===== src/hdl/exec_config.svh =====
//////////////////////////////////////////////////////////////////////
// Execution lane configuration
// Data width, result latency, tag and ROB index widths, and the
// poison values that flag an illegal operand select or function
//////////////////////////////////////////////////////////////////////
`ifndef EXEC_CONFIG_SVH
`define EXEC_CONFIG_SVH

// Datapath width in bits
`define EXEC_XLEN       32

// Cycles from accept edge to result valid, at least 1
`define EXEC_LAT        2

// Physical register tag and reorder buffer index widths
`define EXEC_TAG_W      6
`define EXEC_ROB_W      5

// Seen on an operand when its select is not a legal code
`define EXEC_POISON_OPA 32'hdeadfbac
`define EXEC_POISON_OPB 32'hfacefeed

// Seen on a unit result for a function outside that unit
`define EXEC_POISON_RES 32'hfacebeec

`endif


===== src/hdl/exec_pkg.sv =====
//////////////////////////////////////////////////////////////////////
// Execution lane package
// Word and index types, operand select and function encodings,
// and the issue and result records of the lane
//////////////////////////////////////////////////////////////////////
`include "exec_config.svh"

package exec_pkg;

    // Data word and raw RV32 instruction
    typedef logic [`EXEC_XLEN-1:0]  word_t;
    typedef logic [31:0]            inst_t;

    // Rename and ROB bookkeeping
    typedef logic [`EXEC_TAG_W-1:0] tag_t;
    typedef logic [`EXEC_ROB_W-1:0] rob_idx_t;

    // Operand A source
    typedef enum logic [1:0] {
        OPA_IS_RS1  = 2'd0,
        OPA_IS_NPC  = 2'd1,
        OPA_IS_PC   = 2'd2,
        OPA_IS_ZERO = 2'd3
    } opa_sel_e;

    // Operand B source, codes 6 and 7 are illegal
    typedef enum logic [2:0] {
        OPB_IS_RS2   = 3'd0,
        OPB_IS_I_IMM = 3'd1,
        OPB_IS_S_IMM = 3'd2,
        OPB_IS_B_IMM = 3'd3,
        OPB_IS_U_IMM = 3'd4,
        OPB_IS_J_IMM = 3'd5
    } opb_sel_e;

    // Shared function code for the ALU and the multiplier
    typedef enum logic [3:0] {
        ALU_ADD, ALU_SUB, ALU_AND, ALU_OR, ALU_XOR,
        ALU_SLT, ALU_SLTU, ALU_SLL, ALU_SRL, ALU_SRA,
        ALU_MUL, ALU_MULH, ALU_MULHSU, ALU_MULHU
    } alu_func_e;

    // Which unit produces the broadcast value
    typedef enum logic [1:0] {
        UNIT_ALU    = 2'd0,
        UNIT_MULT   = 2'd1,
        UNIT_BRANCH = 2'd2
    } unit_kind_e;

    // Instruction as it leaves the issue stage
    typedef struct packed {
        word_t      pc;
        word_t      npc;
        inst_t      inst;
        word_t      rs1_value;
        word_t      rs2_value;
        opa_sel_e   opa_sel;
        opb_sel_e   opb_sel;
        alu_func_e  alu_func;
        unit_kind_e unit;
        logic       cond_br;
        logic       uncond_br;
        tag_t       tag;
        rob_idx_t   rob_idx;
    } issue_inst_t;

    // Record driven onto the broadcast bus
    typedef struct packed {
        word_t      pc;
        word_t      rd_value;
        logic       write_reg;
        logic       is_branch;
        logic       br_taken;
        word_t      br_target;
        tag_t       tag;
        rob_idx_t   rob_idx;
    } exec_result_t;

endpackage


===== src/hdl/branch_eval.sv =====
//////////////////////////////////////////////////////////////////////
// Branch evaluation
// Tests the funct3 condition on rs1 and rs2 and gives the
// final taken decision
//////////////////////////////////////////////////////////////////////
`timescale 1ns/100ps

module branch_eval (
    input  exec_pkg::word_t rs1_i,
    input  exec_pkg::word_t rs2_i,
    input  logic [2:0]      funct3_i,
    input  logic            cond_br_i,
    input  logic            uncond_br_i,
    output logic            taken_o
);

    logic cond;

    always_comb begin
        // funct3 codes 2 and 3 are not branches
        cond = 1'b0;
        case (funct3_i)
            3'b000: cond = rs1_i == rs2_i;                    // BEQ
            3'b001: cond = rs1_i != rs2_i;                    // BNE
            3'b100: cond = $signed(rs1_i) <  $signed(rs2_i);  // BLT
            3'b101: cond = $signed(rs1_i) >= $signed(rs2_i);  // BGE
            3'b110: cond = rs1_i <  rs2_i;                    // BLTU
            3'b111: cond = rs1_i >= rs2_i;                    // BGEU
            default: cond = 1'b0;
        endcase
    end

    // Jumps always go, branches only on a true condition
    assign taken_o = uncond_br_i || (cond_br_i && cond);

endmodule


===== config.mk =====
export PLATFORM = sky130hd
export DESIGN_NAME = branch_eval
export DESIGN_NICKNAME = d
export VERILOG_FILES = /design/src/hdl/exec_pkg.sv /design/src/hdl/branch_eval.sv
export VERILOG_INCLUDE_DIRS = /design/src /design/src/hdl
export SDC_FILE = /design/constraint.sdc
export NUM_CORES = 1
export LEC_CHECK = 0
export BUFFER_PORTS_ARGS = -buffer_cell sky130_fd_sc_hd__buf_2
export CAP_MARGIN = 20
export CORE_MARGIN = 2
export CORE_UTILIZATION = 43
export DETAILED_ROUTE_END_ITERATION = 10
export PLACE_DENSITY = 0.89
export SETUP_SLACK_MARGIN = 0.5
export SLEW_MARGIN = 20
export SYNTH_ARGS = -nofsm -noshare
export SYNTH_HDL_FRONTEND = slang
export SYNTH_SLANG_ARGS = --single-unit

===== constraint.sdc =====
create_clock -name vclk -period 2.5
set_clock_uncertainty 0.05 [all_clocks]
set_input_delay 0.125 -clock vclk [all_inputs]
set_output_delay 0.125 -clock vclk [all_outputs]
set_load 0.01 [all_outputs]

After elaboration in Yosys (flattened, before gate mapping)
Index checks and enable logic that the tools add are counted.

Bits in registers: 0. Logic and storage cells: 15.

Order comparisons: 4. Equal/unequal tests: 7. Multiplexer cells: 1. Reduce and logical (&&, ||, !) cells: 3.

Operator list (count): >= comparator 32 bit (2); less-than comparator 32 bit (2); == test 32 bit (1); inequality test 32 bit (1); == test 3 bit, second input constant (4); one-hot mux 1 bit (6 select lines) (1); == test 3 x 1 -> 1 bit, second input constant (1); zero test 3 bit (1); logical AND 1 bit (1); logical OR 1 bit (1).

Depth between registers and ports, before layout
Depth after elaboration: 4. Gate-level depth with buffers: 9.

Worst setup path after synthesis
Ideal clock, no wire load.

Path type: input -> output. Start point: in rs2_i[14]. End point: out taken_o. Arrival: 2.048 ns. Path slack: 0.277 ns. Stages: 9. Cell sequence: inv_1 -> ha_1 -> a21oi_2 -> nand2_1 -> a221o_1 -> o31a_1 -> or2_4 -> mux2_4 -> a221oi_2.

Longest elaborated chain between the ends: 4. Elaborated cells on any way between the ends: 9.

Ends and longest elaborated chain: start: declaration (RTL line branch_eval.sv:10) `input exec_pkg::word_t rs2_i,`; >= comparator 32 bit (tied with other cells) (RTL line branch_eval.sv:28) `3'b111: cond = rs1_i >= rs2_i;`; one-hot mux 1 bit (6 select lines) (*) (RTL line branch_eval.sv:22) `case (funct3_i)`; logical AND 1 bit (*) (RTL line branch_eval.sv:34) `assign taken_o = uncond_br_i || (cond_br_i && cond);`; logical OR 1 bit (*) (RTL line branch_eval.sv:34); end: declaration (RTL line branch_eval.sv:14) `output logic taken_o`.

Mark *: on every way between the ends. The rest lies on a longest branch, timed or not.

Worst setup path after layout
Start point: in rs2_i[10]. End point: out taken_o.

Same word-level chain as after synthesis.

==> metrics.txt <==
status=completed; Setup Viol. Count Final=0; post-place instance area=roughly 1500 µm²; CP endpoint kind=primary output; share of cells above drive strength 1=0.4902; PwrDens=~160 nW/µm²; Crit path buffers/inverters=3; Cell Chain, Critical Path=buf_2 -> inv_1 -> ha_4 -> nand4_1 -> nor2_1 -> a221o_1 -> o31a_1 -> or2_4 -> a211o_1 -> a221oi_4 -> buf_2; Area growth syn-to-layout=59.76%; Initial Util=0.4660; Syn Std Cell Area=roughly 940 µm²; ANT cells=0; largest net degree at the start of global routing=8; Syn Inst Count=between 100 and 150; TritonRoute pass-1 iters=4; fill cell count=159; Crit path required time=2.33 ns; detailed router's first-iteration violation count=8; Die Ht=about 51 µm; MaxCap Viol Count=0; Layout Nets=approximately 300; fmax=415.2 MHz; routed wire length per instance=roughly 11 µm; Total Wirelength=2.591 mm; CP top delay family=compound AO/OA/AOI/OAI gates; Slowest cell on crit path=a221o_1; fin crit share=0.9635; CP Class=in2out; Synth area leaders=ha_1, inv_1, a21oi_1, nand4_1, a221oi_2; Worst path max stage delay=approximately 0.30 ns; worst hold path depth=4; most frequent cell after synthesis=inv_1; final hold slack=~0.68 ns; Crit path top cell by count=buf_2; hold crit path type=in2out; maximum vdd drop=93.29 µV; register area=0 µm²; LEAKAGE=approximately 0.84 nW; antenna-violating nets left=0; Startpoint Class=input port; fin crit period=2.409 ns; DP Worst Slack=-0.0005977 ns; Placer Congestion=approximately 0.72; vias in the first global route=between 1k and 1.5k; worst setup margin=0.09128 ns; setup_tns=0 ns; Synth top area share=0.4250; final-layout clock buffer total=0; GRT Util Overall=0.2109; WHS Endpoint=taken_o; Slew @ Worst Pin=0.3530 ns; crit-path max FO=3; Boundary Pins=70; Commonest cells post-synth=inv_1, ha_1, a21oi_1; Yosys warning count=0; power consumption=roughly 0.24 mW; Avg Inst Size Synth=between 7 and 8 µm²; Final Slew Violations=0; hold_buf cts=0; slew margin rel.=0.7647; # DRC=0; Rows=16; die footprint=roughly 2600 µm²; WP data arrival=roughly 2.2 ns; Hold Startpoint=uncond_br_i; largest area contributor in the netlist=ha_1; core area=a little over 2000 µm²; DR vias/cell=just over 5; initial antenna violation count=0; first-pass GRT wire length=4.505 mm; Port Buffer Count=70; Fin. Hold Viols=0; global route overflow=0; sequential-to-total area share from yosys stat=0; Netlist cell types=28; sequential cells=0; post-CTS setup buffers=0; die width=a little over 50 µm; RSZ-0062 raised after global routing=true; Synth Net Count=~230; via count=1,189; dpl hpwl=2.417 mm; Non-Filler Cell Area, Final=1505 µm²
-- worst min-delay path, cell delays in order --
cell and delay, ns:
buf_2 0.10, a31oi_1 0.06, a221oi_4 0.16, buf_2 0.16
-- cell families after synthesis --
family                     count (synthesis)  synth area share
and+or+nand+nor                           35            0.2019
adders and majority gates                 32            0.4250
AOI/OAI and AO/OA                         30            0.2125
xor gates and xnor gates                   1          0.009298
buffers and inverters                     34            0.1355
muxes                                      1           0.01593
-- cell type report --
| type | count | area (µm²) | share of cell area |
|---|---|---|---|
| multi-input cells | 99 | 973.4 | 0.6467 |
| repair buffers | 71 | 360.3 | 0.2394 |
| inverters | 34 | 137.6 | 0.09144 |
| well taps | 27 | 33.78 | 0.02244 |
-- how the worst max path moves through the flow --
stage | from | end | slack (ns) | depth (start not counted)
floorplan | rs2_i[14] | taken_o | 0.32 | 9
global placement | rs2_i[5] | taken_o | 0.03 | 11
detailed placement | rs2_i[5] | taken_o | -0.0006 | 11
CTS | rs2_i[7] | taken_o | 0.1 | 11
global route | rs2_i[10] | taken_o | -0.07 | 11
finish | rs2_i[10] | taken_o | 0.09 | 11
-- cells in the final DEF (no fill, tap or decap), drive strengths merged, types with 2 or more instances in the layout --
cell type and instances:
nor4 3, nor2 4, a21boi 2, nand3 5, nor3 3, nand2 9
nor2b 2, buf 71, a21oi 14, ha 32, o21ai 5, inv 34
a221oi 2, nand4 6
-- per-stage QoR --
step           std cells  utilization
2_1_floorplan        133            -
3_3_place_gp         231       0.7234
3_5_place_dp         231       0.7234
4_1_cts              231       0.7444
5_1_grt              231       0.7444
6_report             231       0.7444
-- per-layer routing --
layer,up-vias,track usage,routed length [µm]
met3,0,0.008772,103
met4,0,0.03604,0
met1,541,0.2092,959
met5,-,0,0
met2,36,0.4693,1527
li1,612,-,-
-- what timing repair did --
action,CTS,global route
pin swaps,6,0
resized for setup,7,0
setup endpoints to repair,1,1
-- power by group --
part,total [mW],switching (mW),internal (mW)
Sequential,0,0,0
Clock,0,0,0
Combinational,0.238,0.113,0.125
Total,0.238,0.113,0.125
No activity file was read; power rests on OpenSTA's default activity.
