File: config.mk
export PLATFORM = sky130hd
export DESIGN_NAME = operand_select
export DESIGN_NICKNAME = d
export VERILOG_FILES = /design/src/hdl/exec_pkg.sv /design/src/hdl/operand_select.sv
export VERILOG_INCLUDE_DIRS = /design/src /design/src/hdl
export SDC_FILE = /design/constraint.sdc
export NUM_CORES = 1
export LEC_CHECK = 0
export BUFFER_PORTS_ARGS = -buffer_cell sky130_fd_sc_hd__buf_2
export CORE_AREA = 5 5 93 95
export DETAILED_ROUTE_END_ITERATION = 12
export DIE_AREA = 0 0 98 100
export MAX_ROUTING_LAYER = met4
export PLACE_DENSITY = 0.55
export SLEW_MARGIN = 30
export SYNTH_ARGS = -nofsm -noshare
export SYNTH_HDL_FRONTEND = slang
export SYNTH_SLANG_ARGS = --single-unit
export TNS_END_PERCENT = 50
File: constraint.sdc
create_clock -name vclk -period 1.53
set_clock_uncertainty 0.15 [all_clocks]
set_input_delay 0.306 -clock vclk [all_inputs]
set_output_delay 0.306 -clock vclk [all_outputs]
set_load 0.03 [all_outputs]
File: src/hdl/exec_config.svh
//////////////////////////////////////////////////////////////////////
// Execution lane configuration
// Data width, result latency, tag and ROB index widths, and the
// poison values that flag an illegal operand select or function
//////////////////////////////////////////////////////////////////////
`ifndef EXEC_CONFIG_SVH
`define EXEC_CONFIG_SVH

// Datapath width in bits
`define EXEC_XLEN       32

// Cycles from accept edge to result valid, at least 1
`define EXEC_LAT        2

// Physical register tag and reorder buffer index widths
`define EXEC_TAG_W      6
`define EXEC_ROB_W      5

// Seen on an operand when its select is not a legal code
`define EXEC_POISON_OPA 32'hdeadfbac
`define EXEC_POISON_OPB 32'hfacefeed

// Seen on a unit result for a function outside that unit
`define EXEC_POISON_RES 32'hfacebeec

`endif

File: src/hdl/exec_pkg.sv
//////////////////////////////////////////////////////////////////////
// Execution lane package
// Word and index types, operand select and function encodings,
// and the issue and result records of the lane
//////////////////////////////////////////////////////////////////////
`include "exec_config.svh"

package exec_pkg;

    // Data word and raw RV32 instruction
    typedef logic [`EXEC_XLEN-1:0]  word_t;
    typedef logic [31:0]            inst_t;

    // Rename and ROB bookkeeping
    typedef logic [`EXEC_TAG_W-1:0] tag_t;
    typedef logic [`EXEC_ROB_W-1:0] rob_idx_t;

    // Operand A source
    typedef enum logic [1:0] {
        OPA_IS_RS1  = 2'd0,
        OPA_IS_NPC  = 2'd1,
        OPA_IS_PC   = 2'd2,
        OPA_IS_ZERO = 2'd3
    } opa_sel_e;

    // Operand B source, codes 6 and 7 are illegal
    typedef enum logic [2:0] {
        OPB_IS_RS2   = 3'd0,
        OPB_IS_I_IMM = 3'd1,
        OPB_IS_S_IMM = 3'd2,
        OPB_IS_B_IMM = 3'd3,
        OPB_IS_U_IMM = 3'd4,
        OPB_IS_J_IMM = 3'd5
    } opb_sel_e;

    // Shared function code for the ALU and the multiplier
    typedef enum logic [3:0] {
        ALU_ADD, ALU_SUB, ALU_AND, ALU_OR, ALU_XOR,
        ALU_SLT, ALU_SLTU, ALU_SLL, ALU_SRL, ALU_SRA,
        ALU_MUL, ALU_MULH, ALU_MULHSU, ALU_MULHU
    } alu_func_e;

    // Which unit produces the broadcast value
    typedef enum logic [1:0] {
        UNIT_ALU    = 2'd0,
        UNIT_MULT   = 2'd1,
        UNIT_BRANCH = 2'd2
    } unit_kind_e;

    // Instruction as it leaves the issue stage
    typedef struct packed {
        word_t      pc;
        word_t      npc;
        inst_t      inst;
        word_t      rs1_value;
        word_t      rs2_value;
        opa_sel_e   opa_sel;
        opb_sel_e   opb_sel;
        alu_func_e  alu_func;
        unit_kind_e unit;
        logic       cond_br;
        logic       uncond_br;
        tag_t       tag;
        rob_idx_t   rob_idx;
    } issue_inst_t;

    // Record driven onto the broadcast bus
    typedef struct packed {
        word_t      pc;
        word_t      rd_value;
        logic       write_reg;
        logic       is_branch;
        logic       br_taken;
        word_t      br_target;
        tag_t       tag;
        rob_idx_t   rob_idx;
    } exec_result_t;

endpackage

File: src/hdl/operand_select.sv
//////////////////////////////////////////////////////////////////////
// Operand select
// Picks operand A and operand B for the held instruction and
// decodes the sign-extended RV32 immediates
//////////////////////////////////////////////////////////////////////
`timescale 1ns/100ps
`include "exec_config.svh"

module operand_select (
    input  exec_pkg::issue_inst_t inst_i,
    output exec_pkg::word_t       opa_o,
    output exec_pkg::word_t       opb_o
);

    exec_pkg::word_t imm_i;
    exec_pkg::word_t imm_s;
    exec_pkg::word_t imm_b;
    exec_pkg::word_t imm_u;
    exec_pkg::word_t imm_j;

    // Immediate fields, sign bit is always inst[31]
    assign imm_i = {{20{inst_i.inst[31]}}, inst_i.inst[31:20]};
    assign imm_s = {{20{inst_i.inst[31]}}, inst_i.inst[31:25], inst_i.inst[11:7]};
    // Branch offset is in half words
    assign imm_b = {{19{inst_i.inst[31]}}, inst_i.inst[31], inst_i.inst[7],
                    inst_i.inst[30:25], inst_i.inst[11:8], 1'b0};
    assign imm_u = {inst_i.inst[31:12], 12'b0};
    // Jump offset, scrambled bit order as per the ISA
    assign imm_j = {{11{inst_i.inst[31]}}, inst_i.inst[31], inst_i.inst[19:12],
                    inst_i.inst[20], inst_i.inst[30:21], 1'b0};

    // Operand A mux
    always_comb begin
        opa_o = `EXEC_POISON_OPA;
        case (inst_i.opa_sel)
            exec_pkg::OPA_IS_RS1:  opa_o = inst_i.rs1_value;
            exec_pkg::OPA_IS_NPC:  opa_o = inst_i.npc;
            exec_pkg::OPA_IS_PC:   opa_o = inst_i.pc;
            exec_pkg::OPA_IS_ZERO: opa_o = '0;
        endcase
    end

    // Operand B mux, poison shows up for codes 6 and 7
    always_comb begin
        opb_o = `EXEC_POISON_OPB;
        case (inst_i.opb_sel)
            exec_pkg::OPB_IS_RS2:   opb_o = inst_i.rs2_value;
            exec_pkg::OPB_IS_I_IMM: opb_o = imm_i;
            exec_pkg::OPB_IS_S_IMM: opb_o = imm_s;
            exec_pkg::OPB_IS_B_IMM: opb_o = imm_b;
            exec_pkg::OPB_IS_U_IMM: opb_o = imm_u;
            exec_pkg::OPB_IS_J_IMM: opb_o = imm_j;
        endcase
    end

endmodule

* Yosys cells after proc, flatten, opt, wreduce, memory -nomap -nowiden *
Cells that the tools add are included.
Widths: inputs -> output; s select.

word-level totals
  flip-flop bits (word level) = 0
  logic and storage cells = 12
  output and inout bits = 64

cells by class
  multiplexer cells = 2
  reductions and logical operators = 2
  equality and inequality tests = 8

operators by type and width
  kind                number
  $pmux 32 s6         1
  $pmux 32 s4         1
  $eq 3x2->1 const B  2
  $eq 3x3->1 const B  2
  $eq 2x2->1 const B  2
  $eq 3x1->1 const B  1
  $logic_not 3->1     1
  $eq 2x1->1 const B  1
  $logic_not 2->1     1

* Depth between registers and ports, before layout *
  depth in word-level cells = 2
  depth in mapped cells = 6
  gate-level depth less buffers = 3

* Worst setup path before layout *
No wires, ideal clock.

  path kind = input to output
  start = input port inst_i[20] in the netlist's numbering
  end = output port opb_o[1]
  stages on the path = 4
  arrival = 1,444 ps
  path buffers = 1
  required time = 1,074 ps
  slack = -370 ps
  cells stage by stage = buf_6 > nor2_2 > a22oi_1 > o21ai_0

on the way
  word-level cells in the longest chain between the ends = 2
  elaborated cells on any way between the ends = 7
  those cells by class = eq/ne: 5; mux: 1; reduce/logical: 1

ends and longest elaborated chain
  element                             line                  source
  start: declaration                  operand_select.sv:10  input exec_pkg::issue_inst_t inst_i,
  $eq 3x3->1 (tied with other cells)  operand_select.sv:46  case (inst_i.opb_sel)
  $pmux 32 s6 *                       operand_select.sv:46
  end: declaration                    operand_select.sv:12  output exec_pkg::word_t opb_o

Every way passes the cells marked *; elsewhere a longest branch is shown, timed or not.

* Worst setup path in the final report *
  start = input port inst_i[19] in the netlist's numbering
  end = output port opb_o[21]

Same word-level chain as after synthesis.

==> flow_summary.yaml <==
timing:
  fin_crit_sh_pct: 114
  fin_crit_ns: 1.74
  fin_tns_setup_ns: -3.51
  worst_slack_ns: -0.213
  relSlewSlack_pct: 82.5
  hold_violations: 0
  finalSetupViolCount: 33
  worst_slew_pin_slew_ns: 0.255
  clock.fmax_mhz: 574
  grt_setup_unrepaired: "true"
  drv_slew: 0
finish:
  final_cell_area_um2: 3770
  seq_area_um2: 0
  nets: 649
  instances_no_fill: 565
  clkbuf_count: 0
  antennaDiodeCount: 0
  drive_gt1_share_pct: 77.3
  design.seq.count: 0
  area_growth_pct: 174
yosys:
  synth_compound_area_share_pct: 42.1
  synth_top_area_share_pct: 24.7
  syn_avg_cell_area_um2: 6.02
  ys.warnings.count: 0
  synth_xor_xnor_area_share_pct: 0
  synth-simple-area-share_pct: 22.3
  ys_seq_area_share_pct: 0
  syn_area_um2: 1380
  synth-adder-area-share_pct: 0
  ys_top_cells_by_area: "mux2i_1 (25%), o21ai_0 (17%), nand2_1 (12%)"
  synth.largest_area_cell: "mux2i_1"
  synth_nets: 413
  synth_mux_area_share_pct: 24.7
  synth_cell_types: 29
  synth_top_family_by_area: "compound AO/OA/AOI/OAI gates"
  synth_cells: 229
grt:
  grt-ovfl-total: 0
  grt_pass1_wl_um: 13400
  grt_usage_pct: 16.4
  grt_max_degree: 21
  antenna_found_initial: 0
  grt_pass1_vias: 2902
worst_setup_path:
  worstSetupPathType: "primary input to primary output"
  cp_slowest_stage_delay_ns: 0.22
  cp_common_cell: "buf_6"
  crit_path_cell_trace: "buf_12, buf_4, buf_6, nor2b_4, a21oi_2, o22ai_2, buf_6"
  worstSetupEndpointType: "primary output"
  slowest_stage: "o22ai_2"
  arrival_ns: 1.29
  crit_path_start_kind: "primary input"
  worstPathRequired_ns: 1.07
  cp_max_fo: 7
route:
  highest_layer: "met4"
  met2_length_um: 4550
  wl_met3_um: 895
  via_per_inst: 4.80
  wire_per_inst_um: 15.8
  route.detailed.drc: 0
  drtAntennaViolNets: 0
  routedLengthMet1_um: 3280
  drt-total-wl_um: 8950
  first_pass_iters: 4
  drtIter0Drc: 60
  vias: 2714
pwr:
  ir_drop_uv: 200
  p_per_area_nw_per_um2: 403
  leakage_nw: 1.85
  p_total_mw: 1.52
run_status:
  violations: "negative setup slack"
  outcome: "finished, violations left"
die:
  ios: 248
  die_y_um: 100
  die-area_um2: 9800
  core_um2: 7650
  start_util_pct: 18.0
  rows: 32
  die_w_um: 98
placement:
  place_inst: 554
  gp_congestion: 0.836
  port-buffer-count: 222
  post-dp-hpwl_um: 7010
  place_area_um2: 2960
worst_hold_path:
  hold_class: "primary input to primary output"
job:
  cap_violations: 0
-- synth_stat cells, drive strengths merged (2+ instances only) --
master	instances
and2	2
nor2	4
or2	2
buf	19
clkbuf	3
o21ai	55
nor3	2
nand2b	2
a221oi	2
mux2i	34
nand3	5
a21oi	19
a22oi	10
nor2b	5
o22ai	12
nand2	45
-- layout make-up --
type	count	area, um^2
Fill cell	700	3870
Inverter	2	20.0
Multi-Input combinational cell	205	1710
Timing Repair Buffer	255	1910
Timing Repair inverter	1	6.26
Tap cell	102	128
-- worst max-delay path: cells and delay by family --
kind	cells	cell delay [ns]
buffers and inverters	4	0.53
AND/OR/NAND/NOR	1	0.15
AO/OA/AOI/OAI	2	0.30
-- final timing paths --
| kind | from | cells after the start | end |
|---|---|---|---|
| max | inst_i[19] | 7 | opb_o[21] |
| min | inst_i[145] | 4 | opa_o[25] |
-- through the flow --
step | worst slack (ns) | hold WS (ns) | utilization [%]
finish | -0.213 | 0.764 | 49.3
global route | -0.229 | 0.775 | 49.3
floorplan | -0.167 | 0.629 | -
detailed placement | -0.280 | 0.813 | 38.6
CTS | -0.181 | 0.765 | 46.1
global placement | -0.252 | 0.811 | 38.6
-- kinds of logic (layout without fill, tap and decap cells) --
logic type,count (synthesis),count (layout)
mux,34,34
compound gates,103,103
simple gates,68,68
buf+inv,24,258
-- power by group --
part	total, mW	leakage, nW	internal [mW]	switching [mW]
sequential	0	0	0	0
clock	0	0	0	0
combinational	1.52	1.85	0.716	0.804
total	1.52	1.85	0.716	0.804
-- per-layer routing --
metal  vias up  GRT usage, %
met2       171          30.8
met1      1197          18.0
met4         0          3.19
met5         -             -
met3        16          2.99
li1       1330             -
-- placed cells by master (no fill, tap or decap), types with 5 or more instances in the layout --
| cell | instances |
|---|---|
| a22oi_2 | 7 |
| nand3_2 | 5 |
| mux2i_1 | 30 |
| buf_4 | 29 |
| buf_2 | 156 |
| a21oi_4 | 5 |
| nand2_1 | 42 |
| o21ai_1 | 16 |
| buf_6 | 55 |
| a21oi_2 | 9 |
| o21ai_2 | 37 |
| buf_12 | 13 |
| a21oi_1 | 5 |
| o22ai_2 | 11 |
-- timing repair --
action,CTS,global route
pin swaps,13,15
buffers inserted,6,5
gates resized for setup,153,68
hold buffers,0,0
endpoints found under the setup margin,64,61
gates cloned,1,0
(Power assumes the default switching activity.)
