<file path="src/hdl/exec_config.svh">
//////////////////////////////////////////////////////////////////////
// Execution lane configuration
// Data width, result latency, tag and ROB index widths, and the
// poison values that flag an illegal operand select or function
//////////////////////////////////////////////////////////////////////
`ifndef EXEC_CONFIG_SVH
`define EXEC_CONFIG_SVH

// Datapath width in bits
`define EXEC_XLEN       32

// Cycles from accept edge to result valid, at least 1
`define EXEC_LAT        2

// Physical register tag and reorder buffer index widths
`define EXEC_TAG_W      6
`define EXEC_ROB_W      5

// Seen on an operand when its select is not a legal code
`define EXEC_POISON_OPA 32'hdeadfbac
`define EXEC_POISON_OPB 32'hfacefeed

// Seen on a unit result for a function outside that unit
`define EXEC_POISON_RES 32'hfacebeec

`endif

</file>
<file path="src/hdl/exec_pkg.sv">
//////////////////////////////////////////////////////////////////////
// Execution lane package
// Word and index types, operand select and function encodings,
// and the issue and result records of the lane
//////////////////////////////////////////////////////////////////////
`include "exec_config.svh"

package exec_pkg;

    // Data word and raw RV32 instruction
    typedef logic [`EXEC_XLEN-1:0]  word_t;
    typedef logic [31:0]            inst_t;

    // Rename and ROB bookkeeping
    typedef logic [`EXEC_TAG_W-1:0] tag_t;
    typedef logic [`EXEC_ROB_W-1:0] rob_idx_t;

    // Operand A source
    typedef enum logic [1:0] {
        OPA_IS_RS1  = 2'd0,
        OPA_IS_NPC  = 2'd1,
        OPA_IS_PC   = 2'd2,
        OPA_IS_ZERO = 2'd3
    } opa_sel_e;

    // Operand B source, codes 6 and 7 are illegal
    typedef enum logic [2:0] {
        OPB_IS_RS2   = 3'd0,
        OPB_IS_I_IMM = 3'd1,
        OPB_IS_S_IMM = 3'd2,
        OPB_IS_B_IMM = 3'd3,
        OPB_IS_U_IMM = 3'd4,
        OPB_IS_J_IMM = 3'd5
    } opb_sel_e;

    // Shared function code for the ALU and the multiplier
    typedef enum logic [3:0] {
        ALU_ADD, ALU_SUB, ALU_AND, ALU_OR, ALU_XOR,
        ALU_SLT, ALU_SLTU, ALU_SLL, ALU_SRL, ALU_SRA,
        ALU_MUL, ALU_MULH, ALU_MULHSU, ALU_MULHU
    } alu_func_e;

    // Which unit produces the broadcast value
    typedef enum logic [1:0] {
        UNIT_ALU    = 2'd0,
        UNIT_MULT   = 2'd1,
        UNIT_BRANCH = 2'd2
    } unit_kind_e;

    // Instruction as it leaves the issue stage
    typedef struct packed {
        word_t      pc;
        word_t      npc;
        inst_t      inst;
        word_t      rs1_value;
        word_t      rs2_value;
        opa_sel_e   opa_sel;
        opb_sel_e   opb_sel;
        alu_func_e  alu_func;
        unit_kind_e unit;
        logic       cond_br;
        logic       uncond_br;
        tag_t       tag;
        rob_idx_t   rob_idx;
    } issue_inst_t;

    // Record driven onto the broadcast bus
    typedef struct packed {
        word_t      pc;
        word_t      rd_value;
        logic       write_reg;
        logic       is_branch;
        logic       br_taken;
        word_t      br_target;
        tag_t       tag;
        rob_idx_t   rob_idx;
    } exec_result_t;

endpackage

</file>
<file path="src/hdl/exec_ctrl.sv">
//////////////////////////////////////////////////////////////////////
// Execution lane control
// Holds the accepted instruction, tracks it through a LAT deep
// valid shift register, stalls on broadcast back-pressure and
// drops everything on a flush
//////////////////////////////////////////////////////////////////////
`timescale 1ns/100ps
`include "exec_config.svh"

module exec_ctrl #(
    parameter int LAT = `EXEC_LAT
) (
    input  logic                  clk_i,
    input  logic                  rst_i,
    input  logic                  issue_valid_i,
    input  exec_pkg::issue_inst_t issue_inst_i,
    input  logic                  broadcast_i,
    input  logic                  flush_i,
    output logic                  issue_ready_o,
    output exec_pkg::issue_inst_t held_inst_o,
    output logic                  result_valid_o
);

    logic [LAT-1:0] valid_sh;
    logic [LAT-1:0] valid_next;
    logic           ex_start;
    logic           ex_end;
    logic           stall;

    //////////////////////////////////////////////////////////////////////
    // Handshakes
    //////////////////////////////////////////////////////////////////////

    // Oldest stage of the shift register is the result strobe
    assign result_valid_o = valid_sh[LAT-1];

    // Result leaves on a broadcast, waits otherwise
    assign ex_end = result_valid_o && broadcast_i;
    assign stall  = result_valid_o && !broadcast_i;

    // Room for one more when empty or when the result drains now
    assign issue_ready_o = (valid_sh == '0) || ex_end;
    assign ex_start      = issue_valid_i && issue_ready_o;

    //////////////////////////////////////////////////////////////////////
    // Instruction register
    //////////////////////////////////////////////////////////////////////

    // Loaded only on accept, so it stays put while stalled
    always_ff @(posedge clk_i) begin
        if (ex_start) begin
            held_inst_o <= issue_inst_i;
        end
    end

    //////////////////////////////////////////////////////////////////////
    // Valid shift register
    //////////////////////////////////////////////////////////////////////

    generate
        if (LAT == 1) begin : g_lat_one
            // Single stage, accept goes straight to the output
            assign valid_next = ex_start;
        end else begin : g_lat_multi
            assign valid_next = {valid_sh[LAT-2:0], ex_start};
        end
    endgenerate

    always_ff @(posedge clk_i) begin
        if (rst_i) begin
            valid_sh <= '0;
        // Flush kills in-flight work and any same-cycle accept
        end else if (flush_i) begin
            valid_sh <= '0;
        // Bus busy, freeze
        end else if (!stall) begin
            valid_sh <= valid_next;
        end
    end

endmodule

</file>
<file path="config.mk">
export PLATFORM = sky130hd
export DESIGN_NAME = exec_ctrl
export DESIGN_NICKNAME = d
export VERILOG_FILES = /design/src/hdl/exec_pkg.sv /design/src/hdl/exec_ctrl.sv
export VERILOG_INCLUDE_DIRS = /design/src /design/src/hdl
export SDC_FILE = /design/constraint.sdc
export NUM_CORES = 1
export LEC_CHECK = 0
export ABC_AREA = 1
export BUFFER_PORTS_ARGS = -buffer_cell sky130_fd_sc_hd__clkbuf_2
export CAP_MARGIN = 20
export CORE_AREA = 2 2 145 147
export DETAILED_ROUTE_END_ITERATION = 16
export DIE_AREA = 0 0 147 149
export GPL_ROUTABILITY_DRIVEN = 0
export HOLD_SLACK_MARGIN = 0.15
export PLACE_DENSITY = 0.6
export SETUP_SLACK_MARGIN = 0.3
export SYNTH_ARGS = -nofsm -noshare
export SYNTH_HDL_FRONTEND = slang
export SYNTH_SLANG_ARGS = --single-unit
</file>
<file path="constraint.sdc">
create_clock -name clk_i -period 8.4 [get_ports clk_i]
set_input_delay 0.42 -clock clk_i [delete_from_list [all_inputs] [get_ports clk_i]]
set_output_delay 0.42 -clock clk_i [all_outputs]
set_load 0.01 [all_outputs]
</file>
==> Yosys cells after proc, flatten, opt, wreduce, memory -nomap -nowiden <==
Index checks and enable logic that the tools add are counted.
{ "op_classes": {"n_reduce_logical": 7} }
{ "op_table": {"columns": ["op", "count"], "rows": [
  ["1-bit logical AND", 3],
  ["2-bit zero test", 1],
  ["2-bit OR reduction", 1],
  ["1-bit zero test", 1],
  ["1-bit logical OR", 1]
]} }
{ "word_totals": {"register_bits": 186} }

==> Logic depth before layout (Yosys ltp) <==
{ "depth": {"ltp_word": 3, "depth_mapped": 5} }

==> Least setup slack after synthesis <==
OpenSTA, ideal clock, no wires.
{ "synth_path": {"path_kind": "input-to-reg", "start": "in broadcast_i", "end": "reg held_inst_o[0] in the netlist's numbering, enable pin", "setup_time_ps": 536, "t_arrival_ps": 4188, "required_time_ps": 7864, "slack_ps": 3676, "path_stages": 4, "path_buffers": 0, "cell_sequence": "inv_1 nand2_1 nand3_1 inv_1"} }
{ "synth_between": {"elab_chain_len": 3} }
{ "synth_rtl": {"columns": ["item", "line_no", "text"], "rows": [
  ["from (decl)", "exec_ctrl.sv:17", "input logic broadcast_i,"],
  ["1-bit logical AND", "exec_ctrl.sv:38", "assign ex_end = result_valid_o && broadcast_i;"],
  ["1-bit logical OR", "exec_ctrl.sv:42", "assign issue_ready_o = (valid_sh == '0) || ex_end;"],
  ["1-bit logical AND", "exec_ctrl.sv:43", "assign ex_start = issue_valid_i && issue_ready_o;"],
  ["via ex_start", "exec_ctrl.sv:26", "logic ex_start;"],
  ["to (signal assigned)", "exec_ctrl.sv:52", "held_inst_o <= issue_inst_i;"],
  ["to (decl)", "exec_ctrl.sv:20", "output exec_pkg::issue_inst_t held_inst_o,"]
]} }
The timed path passes the listed nets, and every way through them passes these cells.
A chain may end at the register's enable or synchronous reset.

==> Worst setup path in the final report <==
{ "layout_path": {"start": "reg valid_sh[1]", "end": "reg held_inst_o[10] in the netlist's numbering, enable pin"} }
{ "layout_between": {"elab_chain_len": 3, "word_cells_on_any_way": 4, "classes_between": "reduce/logical (4)"} }
{ "layout_rtl": {"columns": ["item", "line_no", "text"], "rows": [
  ["from (decl)", "exec_ctrl.sv:24", "logic [LAT-1:0] valid_sh;"],
  ["from (signal assigned)", "exec_ctrl.sv:77", "valid_sh <= valid_next;"],
  ["2-bit zero test or 1-bit logical AND (tied branches)", "exec_ctrl.sv:42, exec_ctrl.sv:38", null],
  ["1-bit logical OR (*)", "exec_ctrl.sv:42", null],
  ["1-bit logical AND (*)", "exec_ctrl.sv:43", null],
  ["via ex_start", "exec_ctrl.sv:26", null]
]} }
Mark *: on every way through the listed nets, which the timed path passes. The rest lies on a longest branch.

==> metrics <==
Synth Area in Simple Gates=0.534%; slowest stage delay, CP=0.94 ns; Hold Worst Slack=0.178 ns; XOR/XNOR share of the synthesized area=0%; CTS Root Buffer Type=clkbuf_16; syn_area_per_cell=28.3 µm²; Worst Hold Launch=issue_inst_i[142]; synthesized area=5620 µm²; Max H-tree Level=4; Slew Limit Fails=0; fin nets=855; worst skew pair latency=0.42 ns; Synth Area in Compound Gates=0.245%; worst slew pin tran=1.04 ns; DIE AREA=21900 µm²; Worst Path Max Fanout=100; grt ovf=0; status=finished clean; Final Setup Violations=0; post-cts resize count=0; RSZ-0062 raised after global routing=no; Seq/Total Area, Yosys=99.0%; R2R Path Start=valid_sh[1]; post-route setup TNS=0 ns; pwr/cell area=221 nW/µm²; Initial Utilization=27.4%; yosys warns=0; clock sinks=186; vias in the first global route=3805; post-DR wirelength/cell=15.6 µm; commonest cells after routing, fill and taps aside=clkbuf_2 (374), edfxtp_1 (184), dlygate4sd3_1 (73); CP Launch Type=flip-flop; switch share=22.8%; Worst EP required=8.43 ns; Synth cell types=10; Seq cells post-synth=186; Power, Total=0.00202 W; Reg clk slew, reported paths=0.07 ns; critical path endpoint category=flip-flop; clk buf depth=2; GRT Overall Usage=12.7%; Vias/cell=3.97; CTS tree=yes; Syn Inst Count=199; number of fill cells in the layout=1880; final cycle utilization of the critical path=31.6%; CP Cell Sequence=inv_1 -> nand2_1 -> nand3_1 -> inv_6 -> buf_4; Clk network pwr share=36.5%; largest family of logic cells by synthesized area=simple AND/OR/NAND/NOR gates; Clock Skew=0.0141 ns; max_cap viols=0; worst hold path type=in2reg; P_int=0.00156 W; Tmin final=2.66 ns; antenna cells=0; Area Overhead vs Synth=62.4%; critical path arrival=2.69 ns; Die W=147 µm; IO buf count=374; Die Y=149 µm; core area=20600 µm²; Slew headroom=30.3%; CP Launch Point=valid_sh[1]; CTS Buf Count=17; post-route ant nets=0; pin count of the biggest net entering global routing=101; drt pass-1 iters=4; io pins=375; Comb pwr share=8.8%; f_max=376 MHz; drt total wl=14.9 mm; fraction of layout instances using a drive strength above 1=59.9%; commonest non-fill, non-tap cell in the layout=clkbuf_2; CTS Hold Buffers Added=28; Leak=3.95 nW; sequential share of power=54.6%; initial antenna violation count=0; syn nets=388; Post CTS Setup Buffer Count=0; final hold viol count=0; VDD IR-drop max=0.123 mV; via count=3788; crit path kind=reg2reg; std cell rows=53; CP max-delay cell=buf_4; Net Sw Power=0.000460 W; starting DRC count in detailed routing=138; DRC Markers=0; mux cell area share after synthesis=0%; first-pass GRT wire length=20.6 mm; Synth Area in Adders=0%
==> worst paths after layout <==
path,end,slack [ns],depth (start not counted)
setup / recovery,held_inst_o[10],5.74,5
hold / removal,held_inst_o[142],0.18,1
setup reg to reg,held_inst_o[10],5.74,5
hold reg to reg,valid_sh[0],0.51,2
==> per-stage QoR <==
stage | setup WS, ns | std cells | cell area, µm² | utilization, %
2_1_floorplan | 3.68 | 199 | 5620 | -
3_3_place_gp | 5.64 | 849 | 7850 | 38.2
3_5_place_dp | 5.47 | 849 | 7850 | 38.2
4_1_cts | 5.67 | 909 | 8680 | 42.2
5_1_grt | 5.49 | 954 | 9130 | 44.4
6_report | 5.74 | 954 | 9130 | 44.4
==> metal layers <==
metal | routed length (µm) | GRT usage [%] | vias to the layer above
met1 | 5510 | 14.1 | 1825
met2 | 7760 | 21.4 | 218
li1 | - | - | 1729
met5 | 0 | 0 | -
met4 | 252 | 4.38 | 0
met3 | 1400 | 6.09 | 16
==> power groups by stage <==
stage	combinational (W)	sequential (W)	clock, W
after floorplan	0.0000178	0.00116	0
after global placement	0.000150	0.00112	0
after detailed placement	0.000154	0.00113	0
after CTS	0.000164	0.00111	0.000763
after global routing	0.000192	0.00111	0.000799
final	0.000178	0.00111	0.000739
==> Yosys cell counts <==
master | n | area share [%]
a21oi_2 | 1 | 0.16
dfxtp_1 | 2 | 0.71
inv_1 | 3 | 0.20
inv_2 | 1 | 0.067
nand2_1 | 3 | 0.20
nand3_1 | 1 | 0.089
nor2_1 | 2 | 0.13
a21oi_1 | 1 | 0.089
or2_1 | 1 | 0.11
edfxtp_1 | 184 | 98
==> worst max-delay path: cells and delay by family (launching register included) <==
family,cells,cell delay [ns]
buffers and inverters,3,1.65
flip-flops,1,0.34
AND/OR/NAND/NOR,2,0.23
==> cell families (layout without fill, tap and decap cells) <==
logic type             after synthesis  after routing
AND/OR/NAND/NOR                      7              7
AO/OA/AOI/OAI                        2              2
buffers and inverters                4            484
flip-flops                         186            186
==> layout make-up <==
class	count	area (µm²)	share of cell area, %
repair buffers	448	2610	28.6
clock inverters	13	116	1.27
well taps	275	344	3.77
flip-flops and latches	186	5570	60.9
clock buffers	19	433	4.74
multi-input cells	9	43.8	0.480
inverters	4	20.0	0.219
==> registers in the layout, summed over array words and instances (netlist names) <==
name and flops:
held_inst_o 184, valid_sh 2
(Power assumes the default switching activity.)
