[config.mk]
export PLATFORM = sky130hd
export DESIGN_NAME = result_pack
export DESIGN_NICKNAME = d
export VERILOG_FILES = /design/src/hdl/exec_pkg.sv /design/src/hdl/result_pack.sv
export VERILOG_INCLUDE_DIRS = /design/src /design/src/hdl
export SDC_FILE = /design/constraint.sdc
export NUM_CORES = 1
export LEC_CHECK = 0
export BUFFER_PORTS_ARGS = -buffer_cell sky130_fd_sc_hd__buf_2
export CAP_MARGIN = 20
export CORE_AREA = 2 2 139 141
export DETAILED_ROUTE_END_ITERATION = 10
export DIE_AREA = 0 0 141 143
export MAX_ROUTING_LAYER = met4
export SYNTH_ARGS = -nofsm -noshare
export SYNTH_HDL_FRONTEND = slang
export SYNTH_SLANG_ARGS = --single-unit
[constraint.sdc]
create_clock -name vclk -period 0.8
set_input_delay 0.04 -clock vclk [all_inputs]
set_output_delay 0.04 -clock vclk [all_outputs]
set_load 0.02 [all_outputs]
[src/hdl/exec_config.svh]
//////////////////////////////////////////////////////////////////////
// Execution lane configuration
// Data width, result latency, tag and ROB index widths, and the
// poison values that flag an illegal operand select or function
//////////////////////////////////////////////////////////////////////
`ifndef EXEC_CONFIG_SVH
`define EXEC_CONFIG_SVH

// Datapath width in bits
`define EXEC_XLEN       32

// Cycles from accept edge to result valid, at least 1
`define EXEC_LAT        2

// Physical register tag and reorder buffer index widths
`define EXEC_TAG_W      6
`define EXEC_ROB_W      5

// Seen on an operand when its select is not a legal code
`define EXEC_POISON_OPA 32'hdeadfbac
`define EXEC_POISON_OPB 32'hfacefeed

// Seen on a unit result for a function outside that unit
`define EXEC_POISON_RES 32'hfacebeec

`endif

[src/hdl/exec_pkg.sv]
//////////////////////////////////////////////////////////////////////
// Execution lane package
// Word and index types, operand select and function encodings,
// and the issue and result records of the lane
//////////////////////////////////////////////////////////////////////
`include "exec_config.svh"

package exec_pkg;

    // Data word and raw RV32 instruction
    typedef logic [`EXEC_XLEN-1:0]  word_t;
    typedef logic [31:0]            inst_t;

    // Rename and ROB bookkeeping
    typedef logic [`EXEC_TAG_W-1:0] tag_t;
    typedef logic [`EXEC_ROB_W-1:0] rob_idx_t;

    // Operand A source
    typedef enum logic [1:0] {
        OPA_IS_RS1  = 2'd0,
        OPA_IS_NPC  = 2'd1,
        OPA_IS_PC   = 2'd2,
        OPA_IS_ZERO = 2'd3
    } opa_sel_e;

    // Operand B source, codes 6 and 7 are illegal
    typedef enum logic [2:0] {
        OPB_IS_RS2   = 3'd0,
        OPB_IS_I_IMM = 3'd1,
        OPB_IS_S_IMM = 3'd2,
        OPB_IS_B_IMM = 3'd3,
        OPB_IS_U_IMM = 3'd4,
        OPB_IS_J_IMM = 3'd5
    } opb_sel_e;

    // Shared function code for the ALU and the multiplier
    typedef enum logic [3:0] {
        ALU_ADD, ALU_SUB, ALU_AND, ALU_OR, ALU_XOR,
        ALU_SLT, ALU_SLTU, ALU_SLL, ALU_SRL, ALU_SRA,
        ALU_MUL, ALU_MULH, ALU_MULHSU, ALU_MULHU
    } alu_func_e;

    // Which unit produces the broadcast value
    typedef enum logic [1:0] {
        UNIT_ALU    = 2'd0,
        UNIT_MULT   = 2'd1,
        UNIT_BRANCH = 2'd2
    } unit_kind_e;

    // Instruction as it leaves the issue stage
    typedef struct packed {
        word_t      pc;
        word_t      npc;
        inst_t      inst;
        word_t      rs1_value;
        word_t      rs2_value;
        opa_sel_e   opa_sel;
        opb_sel_e   opb_sel;
        alu_func_e  alu_func;
        unit_kind_e unit;
        logic       cond_br;
        logic       uncond_br;
        tag_t       tag;
        rob_idx_t   rob_idx;
    } issue_inst_t;

    // Record driven onto the broadcast bus
    typedef struct packed {
        word_t      pc;
        word_t      rd_value;
        logic       write_reg;
        logic       is_branch;
        logic       br_taken;
        word_t      br_target;
        tag_t       tag;
        rob_idx_t   rob_idx;
    } exec_result_t;

endpackage

[src/hdl/result_pack.sv]
//////////////////////////////////////////////////////////////////////
// Result packing
// Assembles the broadcast record from the unit results, keyed on
// the unit kind of the held instruction
//////////////////////////////////////////////////////////////////////
`timescale 1ns/100ps

module result_pack (
    input  exec_pkg::issue_inst_t  inst_i,
    input  exec_pkg::word_t        alu_res_i,
    input  exec_pkg::word_t        mult_res_i,
    input  logic                   br_taken_i,
    output exec_pkg::exec_result_t result_o
);

    always_comb begin
        // Bookkeeping fields pass through untouched
        result_o.pc        = inst_i.pc;
        result_o.tag       = inst_i.tag;
        result_o.rob_idx   = inst_i.rob_idx;
        // Non-branch defaults
        result_o.rd_value  = '0;
        result_o.write_reg = 1'b0;
        result_o.is_branch = 1'b0;
        result_o.br_taken  = 1'b0;
        result_o.br_target = '0;
        case (inst_i.unit)
            exec_pkg::UNIT_ALU: begin
                result_o.rd_value  = alu_res_i;
                result_o.write_reg = 1'b1;
            end
            exec_pkg::UNIT_MULT: begin
                result_o.rd_value  = mult_res_i;
                result_o.write_reg = 1'b1;
            end
            exec_pkg::UNIT_BRANCH: begin
                // Link value, written back only for jumps
                result_o.rd_value  = inst_i.npc;
                result_o.write_reg = inst_i.uncond_br;
                result_o.is_branch = 1'b1;
                result_o.br_taken  = br_taken_i;
                // ALU computes pc or rs1 plus offset
                result_o.br_target = alu_res_i;
            end
            default: ;
        endcase
    end

endmodule

# Yosys cells after proc, flatten, opt, wreduce, memory -nomap -nowiden
# Index checks and enable logic that the tools add are counted.
[word_totals]
out_inout_bits = 110
reg_bits = 0
mem_bits_ro = 0
mem_bits_rw = 0
elab_cells = 5
latchBits = 0
memories = 0
in_bits = 249
[classes]
addsub = 0
reduce_logical = 1
mux = 2
order_cmp = 0
mul = 0
eq_ne = 2
div = 0
n_bitwise = 0
n_shift = 0
[ops]
columns = ["operator", "n"]
rows = [
  ["case mux 33 bit (3 select lines)", 1],
  ["two-way mux 34 bit", 1],
  ["equality test 2 x 1 -> 1 bit (second input constant)", 1],
  ["equality test 2 bit (second input constant)", 1],
  ["logical NOT 2 bit", 1],
]

# Logic depth before layout (Yosys ltp)
# Gate-level depths: netlist of the first run.
[logic_depth]
word_depth = 2
mapped_depth = 5
mapped_depth_nobuf = 2

# Least setup slack after synthesis of the first run
# Ideal clock, no wire load.
[synth_timing]
path_type = "in2out"
from = "input inst_i[14] in the netlist's numbering"
to = "output result_o[35] in the netlist's numbering"
stages = 4
n_path_buf = 2
slack_ns = -0.009
t_required_ns = 0.760
arrival_ns = 0.769
cell_sequence = "buf_6 > nor2b_4 > buf_6 > and2_1"
[synth_lines]
columns = ["element", "line", "rtl"]
rows = [
  ["start, declared", "result_pack.sv:9", "input exec_pkg::issue_inst_t inst_i,"],
  ["end, declared", "result_pack.sv:13", "output exec_pkg::exec_result_t result_o"],
]

==> flow_summary.json, run 1 <==
{
  "firstDrtPassIters": 4,
  "avgSynthCellArea_sq_um": 9.624,
  "max_freq_mhz": 1032,
  "drive_above_1_share": 0.9272,
  "core_area_sq_mm": 0.01858,
  "synthAdderAreaFrac": 0,
  "die-area_sq_mm": 0.02016,
  "initial_utilization": 0.08236,
  "place.gp.congestion": 0.7229,
  "min_path_type": "primary input to output pin",
  "critPathRequiredTime_ns": 0.76,
  "violations": "negative setup slack",
  "clockBufferCount": 0,
  "syn_nets": 408,
  "clockPowerShare": 0,
  "drtIter0Drc": 31,
  "setup_slack_ns": -0.1694,
  "setup_violations": 65,
  "tightest_slew_ns": 0.2667,
  "drv_cap": 0,
  "placementRows": 50,
  "p_seq_frac": 0,
  "dp.cells": 521,
  "hpwl_microns": 6520,
  "die_y_microns": 143,
  "layout.nets": 553,
  "max_slew_margin": 0.8171,
  "synth_seq_area_share": 0,
  "yosysTopAreaCellShare": 0.2944,
  "final_cell_count_no_fill": 536,
  "synth-simple-area-share": 0.1529,
  "synth_top_family_by_area": "buffers and inverters",
  "vias": 1753,
  "yosys-top-cells-area": "o2bb2ai_2 29%, buf_4 21%, mux2i_1 21%, and2_1 13%, buf_6 6.6%",
  "post-place-ws_ns": -0.3264,
  "syn-cell-area_sq_mm": 0.001530,
  "start_kind": "primary input",
  "crit_type": "primary input to output pin",
  "overflow": 0,
  "grt_setup_unrepaired": "true",
  "yosysWarnings": 0,
  "status": "finished with violations",
  "peakVddDrop_v": 0.0002841,
  "n_antenna_cell": 0,
  "vias_per_cell": 3.271,
  "synth_most_common_cell": "buf_4",
  "holdWs_ns": 0.08001,
  "grt_pass1_vias": 1835,
  "leakagePower_nw": 1.570,
  "synthMuxAreaShare": 0.2093,
  "die-width_microns": 141,
  "netlist_instances": 159,
  "power_frac_comb": 1.000,
  "grt_max_degree": 23,
  "hold_viol_final": 0,
  "antenna_found_initial": 0,
  "drc": 0,
  "synth_compound_area_frac": 0.3091,
  "internal_power_mw": 1.183,
  "io_buffers": 167,
  "synthTopCellsByCount": "43 x buf_4, 33 x and2_1, 32 x mux2i_1",
  "seq_cell_count": 0,
  "ios": 359,
  "yosysTopAreaCell": "o2bb2ai_2",
  "switching_share": 0.4661,
  "grt_pass1_wl_microns": 12020,
  "p_per_area_mw_per_mm2": 635.8,
  "path_max_fanout": 8,
  "yosysUniqueCellTypes": 11,
  "final_antenna_net_count": 0,
  "fillers": 2017,
  "grt_use_total": 0.08475,
  "fin_crit_ns": 0.9694,
  "drv_slew": 0,
  "power.net_switching_mw": 1.033,
  "synthToLayoutAreaGrowth_pct": 127.8,
  "end_kind": "output pin",
  "final-seq-area_sq_um": 0,
  "routedWlPerCell_microns": 18.34,
  "arrival_ns": 0.93,
  "wl_microns": 9830,
  "synth_xor_area_frac": 0,
  "fin_crit_sh": 1.212
}
## critical path, stage by stage
cell       delay (ns)
buf_12           0.13
buf_12           0.14
buf_12           0.15
mux2i_4          0.18
o2bb2ai_2        0.15
buf_6            0.14
## through the flow
| step | setup TNS, ns | area, sq um | utilization | power (mW) |
|---|---|---|---|---|
| after floorplan | 0 | 1541 | - | 1.118 |
| after global placement | -16.18 | 2376 | 0.1279 | 1.447 |
| after detailed placement | -16.87 | 2376 | 0.1279 | 1.454 |
| after CTS | -14.22 | 3178 | 0.1710 | 2.027 |
| after global routing | -10.24 | 3486 | 0.1876 | 2.338 |
| final | -7.862 | 3486 | 0.1876 | 2.216 |
## power by group through the flow
| stage | registers (mW) | logic, mW | clock network, mW |
|---|---|---|---|
| 6_report | 0 | 2.22 | 0 |
| 5_1_grt | 0 | 2.34 | 0 |
| 4_1_cts | 0 | 2.03 | 0 |
| 3_5_place_dp | 0 | 1.45 | 0 |
| 3_3_place_gp | 0 | 1.45 | 0 |
| 2_1_floorplan | 0 | 1.12 | 0 |
## cells by family (layout without fill, tap and decap cells)
family | count (synthesis) | count (layout)
buffers and inverters | 59 | 202
and+or+nand+nor | 35 | 35
muxes | 32 | 32
AOI/OAI and AO/OA | 33 | 33
## placed cells by master (no fill, tap or decap)
cell type | synthesis | routed
buf_6 | 9 | 69
o2bb2ai_2 | 30 | 17
buf_2 | 3 | 98
nor2b_4 | 2 | 2
mux2i_4 | 0 | 3
clkbuf_16 | 0 | 3
o2bb2ai_4 | 0 | 15
and2_4 | 0 | 33
buf_16 | 0 | 2
buf_4 | 43 | 12
mux2i_1 | 32 | 21
inv_1 | 1 | 1
buf_12 | 3 | 13
buf_8 | 0 | 4
mux2i_2 | 0 | 8
o21ai_2 | 0 | 1
## metal layers
metal / up-vias / routed length [microns] / GRT usage
met5: - / 0 / -
met4: 0 / 62 / 0.006842
met3: 8 / 936 / 0.02985
met2: 115 / 4907 / 0.1487
met1: 818 / 3923 / 0.09744
li1: 812 / - / -
## layout make-up
class,instances,area (sq um),area share
Timing Repair Buffer,201,1808,0.5187
Multi-Input combinational cell,100,1381,0.3963
Tap cell,234,292.8,0.08399
Inverter,1,3.754,0.001077
## path summary, 6_finish.rpt
path	end	depth (start not counted)	slack, ns	startpoint
worst max-delay path	result_o[64]	6	-0.17	inst_i[14]
worst min-delay path	result_o[10]	0	0.08	inst_i[10]
## repair_timing
action | in CTS | in global routing
gates resized for setup | 169 | 61
pin swaps | 24 | 19
hold endpoints to repair | 0 | 0
endpoints found under the setup margin | 66 | 67
hold buffers | 0 | 0
gates cloned | 4 | 4
buffers inserted | 8 | 3
Power figures use the tool's default switching activity.
==> run 2: changes to the inputs <==
--- a/config.mk
+++ b/config.mk
@@ -8,7 +8,7 @@
 export LEC_CHECK = 0
-export BUFFER_PORTS_ARGS = -buffer_cell sky130_fd_sc_hd__buf_2
 export CAP_MARGIN = 20
-export CORE_AREA = 2 2 139 141
+export CORE_AREA = 2 2 138 140
 export DETAILED_ROUTE_END_ITERATION = 10
-export DIE_AREA = 0 0 141 143
+export DIE_AREA = 0 0 140 142
+export DONT_BUFFER_PORTS = 1
 export MAX_ROUTING_LAYER = met4
==> constraint.sdc (replaced) <==
create_clock -name vclk -period 0.8
set_input_delay 0.12 -clock vclk [all_inputs]
set_output_delay 0.12 -clock vclk [all_outputs]
set_load 0.02 [all_outputs]
==> flow_summary.json, run 2 (synthesis results as in run 1) <==
{
  "status": "finished with violations",
  "violations": "design-rule violations, negative setup slack",
  "fin_crit_sh": 1.114,
  "drive_above_1_share": 0.7182,
  "critPathMaxStageDelay_ns": 0.20,
  "initial_utilization": 0.08292,
  "hp-start": "inst_i[5]",
  "end_kind": "output pin",
  "overflow": 0,
  "start_kind": "primary input",
  "post-place-ws_ns": -0.1063,
  "fillers": 2072,
  "cp_cell_sequence": "nor2b_4 -> buf_12 -> buf_12 -> o2bb2ai_2",
  "dp.cells": 342,
  "tightest_slew_ns": 0.3230,
  "clockBufferCount": 0,
  "antenna_found_initial": 0,
  "grt_use_total": 0.05672,
  "final_common_cell": "and2_4",
  "n_antenna_cell": 0,
  "die_y_microns": 142,
  "grt_pass1_wl_microns": 7969,
  "final_cell_count_no_fill": 344,
  "final-seq-area_sq_um": 0,
  "final_antenna_net_count": 0,
  "path_delay_family": "buffers and inverters",
  "hpwl_microns": 5613,
  "ctsHoldBuffers": 0,
  "setup_slack_ns": -0.09138,
  "hold_end": "result_o[5]",
  "hold_viol_final": 0,
  "core_area_sq_mm": 0.01846,
  "drtIter0Drc": 27,
  "leakagePower_nw": 0.6012,
  "synthToLayoutAreaGrowth_pct": 21.34,
  "io_buffers": 0,
  "drv_slew": 0,
  "max_freq_mhz": 1122,
  "place.gp.congestion": 0.7216,
  "wl_microns": 6682,
  "routedWlPerCell_microns": 19.42,
  "crit_type": "primary input to output pin",
  "p_total_mw": 1.045,
  "ios": 359,
  "peakVddDrop_v": 0.0001216,
  "holdPathStages": 0,
  "vias": 1042,
  "path_common_cell": "buf_12",
  "critPathRequiredTime_ns": 0.68,
  "p_per_area_mw_per_mm2": 562.6,
  "path_buf_inv": 2,
  "grt_pass1_vias": 997,
  "path_max_fanout": 35,
  "grt_setup_unrepaired": "true",
  "die-area_sq_mm": 0.01988,
  "setup_violations": 55,
  "die-width_microns": 140,
  "grt_max_degree": 36,
  "arrival_ns": 0.77,
  "seq_cell_count": 0,
  "final_cell_mix": "33 x and2_4, 29 x mux2i_1, 21 x o2bb2ai_4",
  "drc": 13,
  "vias_per_cell": 3.029,
  "max_slew_margin": 0.7785,
  "cp_slowest_cell": "o2bb2ai_2",
  "fin_crit_ns": 0.8914,
  "layout.nets": 361,
  "firstDrtPassIters": 9,
  "multi_input_area_sq_mm": 0.001405,
  "placementRows": 50,
  "min_path_type": "primary input to output pin",
  "drv_cap": 0
}
## run 2: cell types whose count changed in the layout (fill, tap and decap cells not counted), moves of 2 or more
cell	before	now
buf_12	13	5
buf_8	4	1
buf_2	98	0
clkbuf_16	3	1
mux2i_4	3	1
o2bb2ai_4	15	21
o2bb2ai_2	17	11
buf_4	12	2
buf_16	2	0
buf_6	69	0
mux2i_2	8	2
mux2i_1	21	29
## run 2: area by class of cell
| class | count | share of cell area |
|---|---|---|
| well taps | 234 | 0.1577 |
| multi-input cells | 100 | 0.7567 |
| inverters | 1 | 0.002022 |
| repair buffers | 9 | 0.08356 |
## run 2: how the worst max path moves through the flow
stage / cells after the start / from / end
after floorplan: 5 / inst_i[13] / result_o[47]
after global placement: 3 / inst_i[13] / result_o[70]
after CTS: 3 / inst_i[13] / result_o[50]
after detailed placement: 3 / inst_i[13] / result_o[69]
after global routing: 4 / inst_i[13] / result_o[50]
final: 4 / inst_i[13] / result_o[74]
## run 2: per-stage QoR
stage                     utilization  hold WS, ns  cell area [sq um]  setup TNS (ns)
after floorplan                     -       0.3526               1678          -4.715
after global placement        0.08393       0.2401               1549          -1.964
after detailed placement      0.08393       0.2401               1549          -2.137
after CTS                     0.09071       0.2401               1674          -2.133
after global routing           0.1006       0.2400               1857          -3.942
final                          0.1006       0.2400               1857          -2.768
## run 2: repair_timing
action                                 CTS  global route
setup buffers                            0             1
setup endpoints to repair               45            65
resized for setup                       15            14
endpoints found under the hold margin    0             0
cloned                                   0             1
pin swaps                                0             0
## run 2: layer usage
layer,part of all wire,up-vias,track usage
li1,-,419,-
met1,0.34,492,0.06099
met2,0.53,119,0.1022
met3,0.12,12,0.02389
met4,0.0057,0,0.004253
met5,0,-,-
## run 2: power breakdown
part           internal, mW  switching [mW]  leakage [nW]
combinational         0.453           0.592         0.601
sequential                0               0             0
clock                     0               0             0
total                 0.453           0.592         0.601
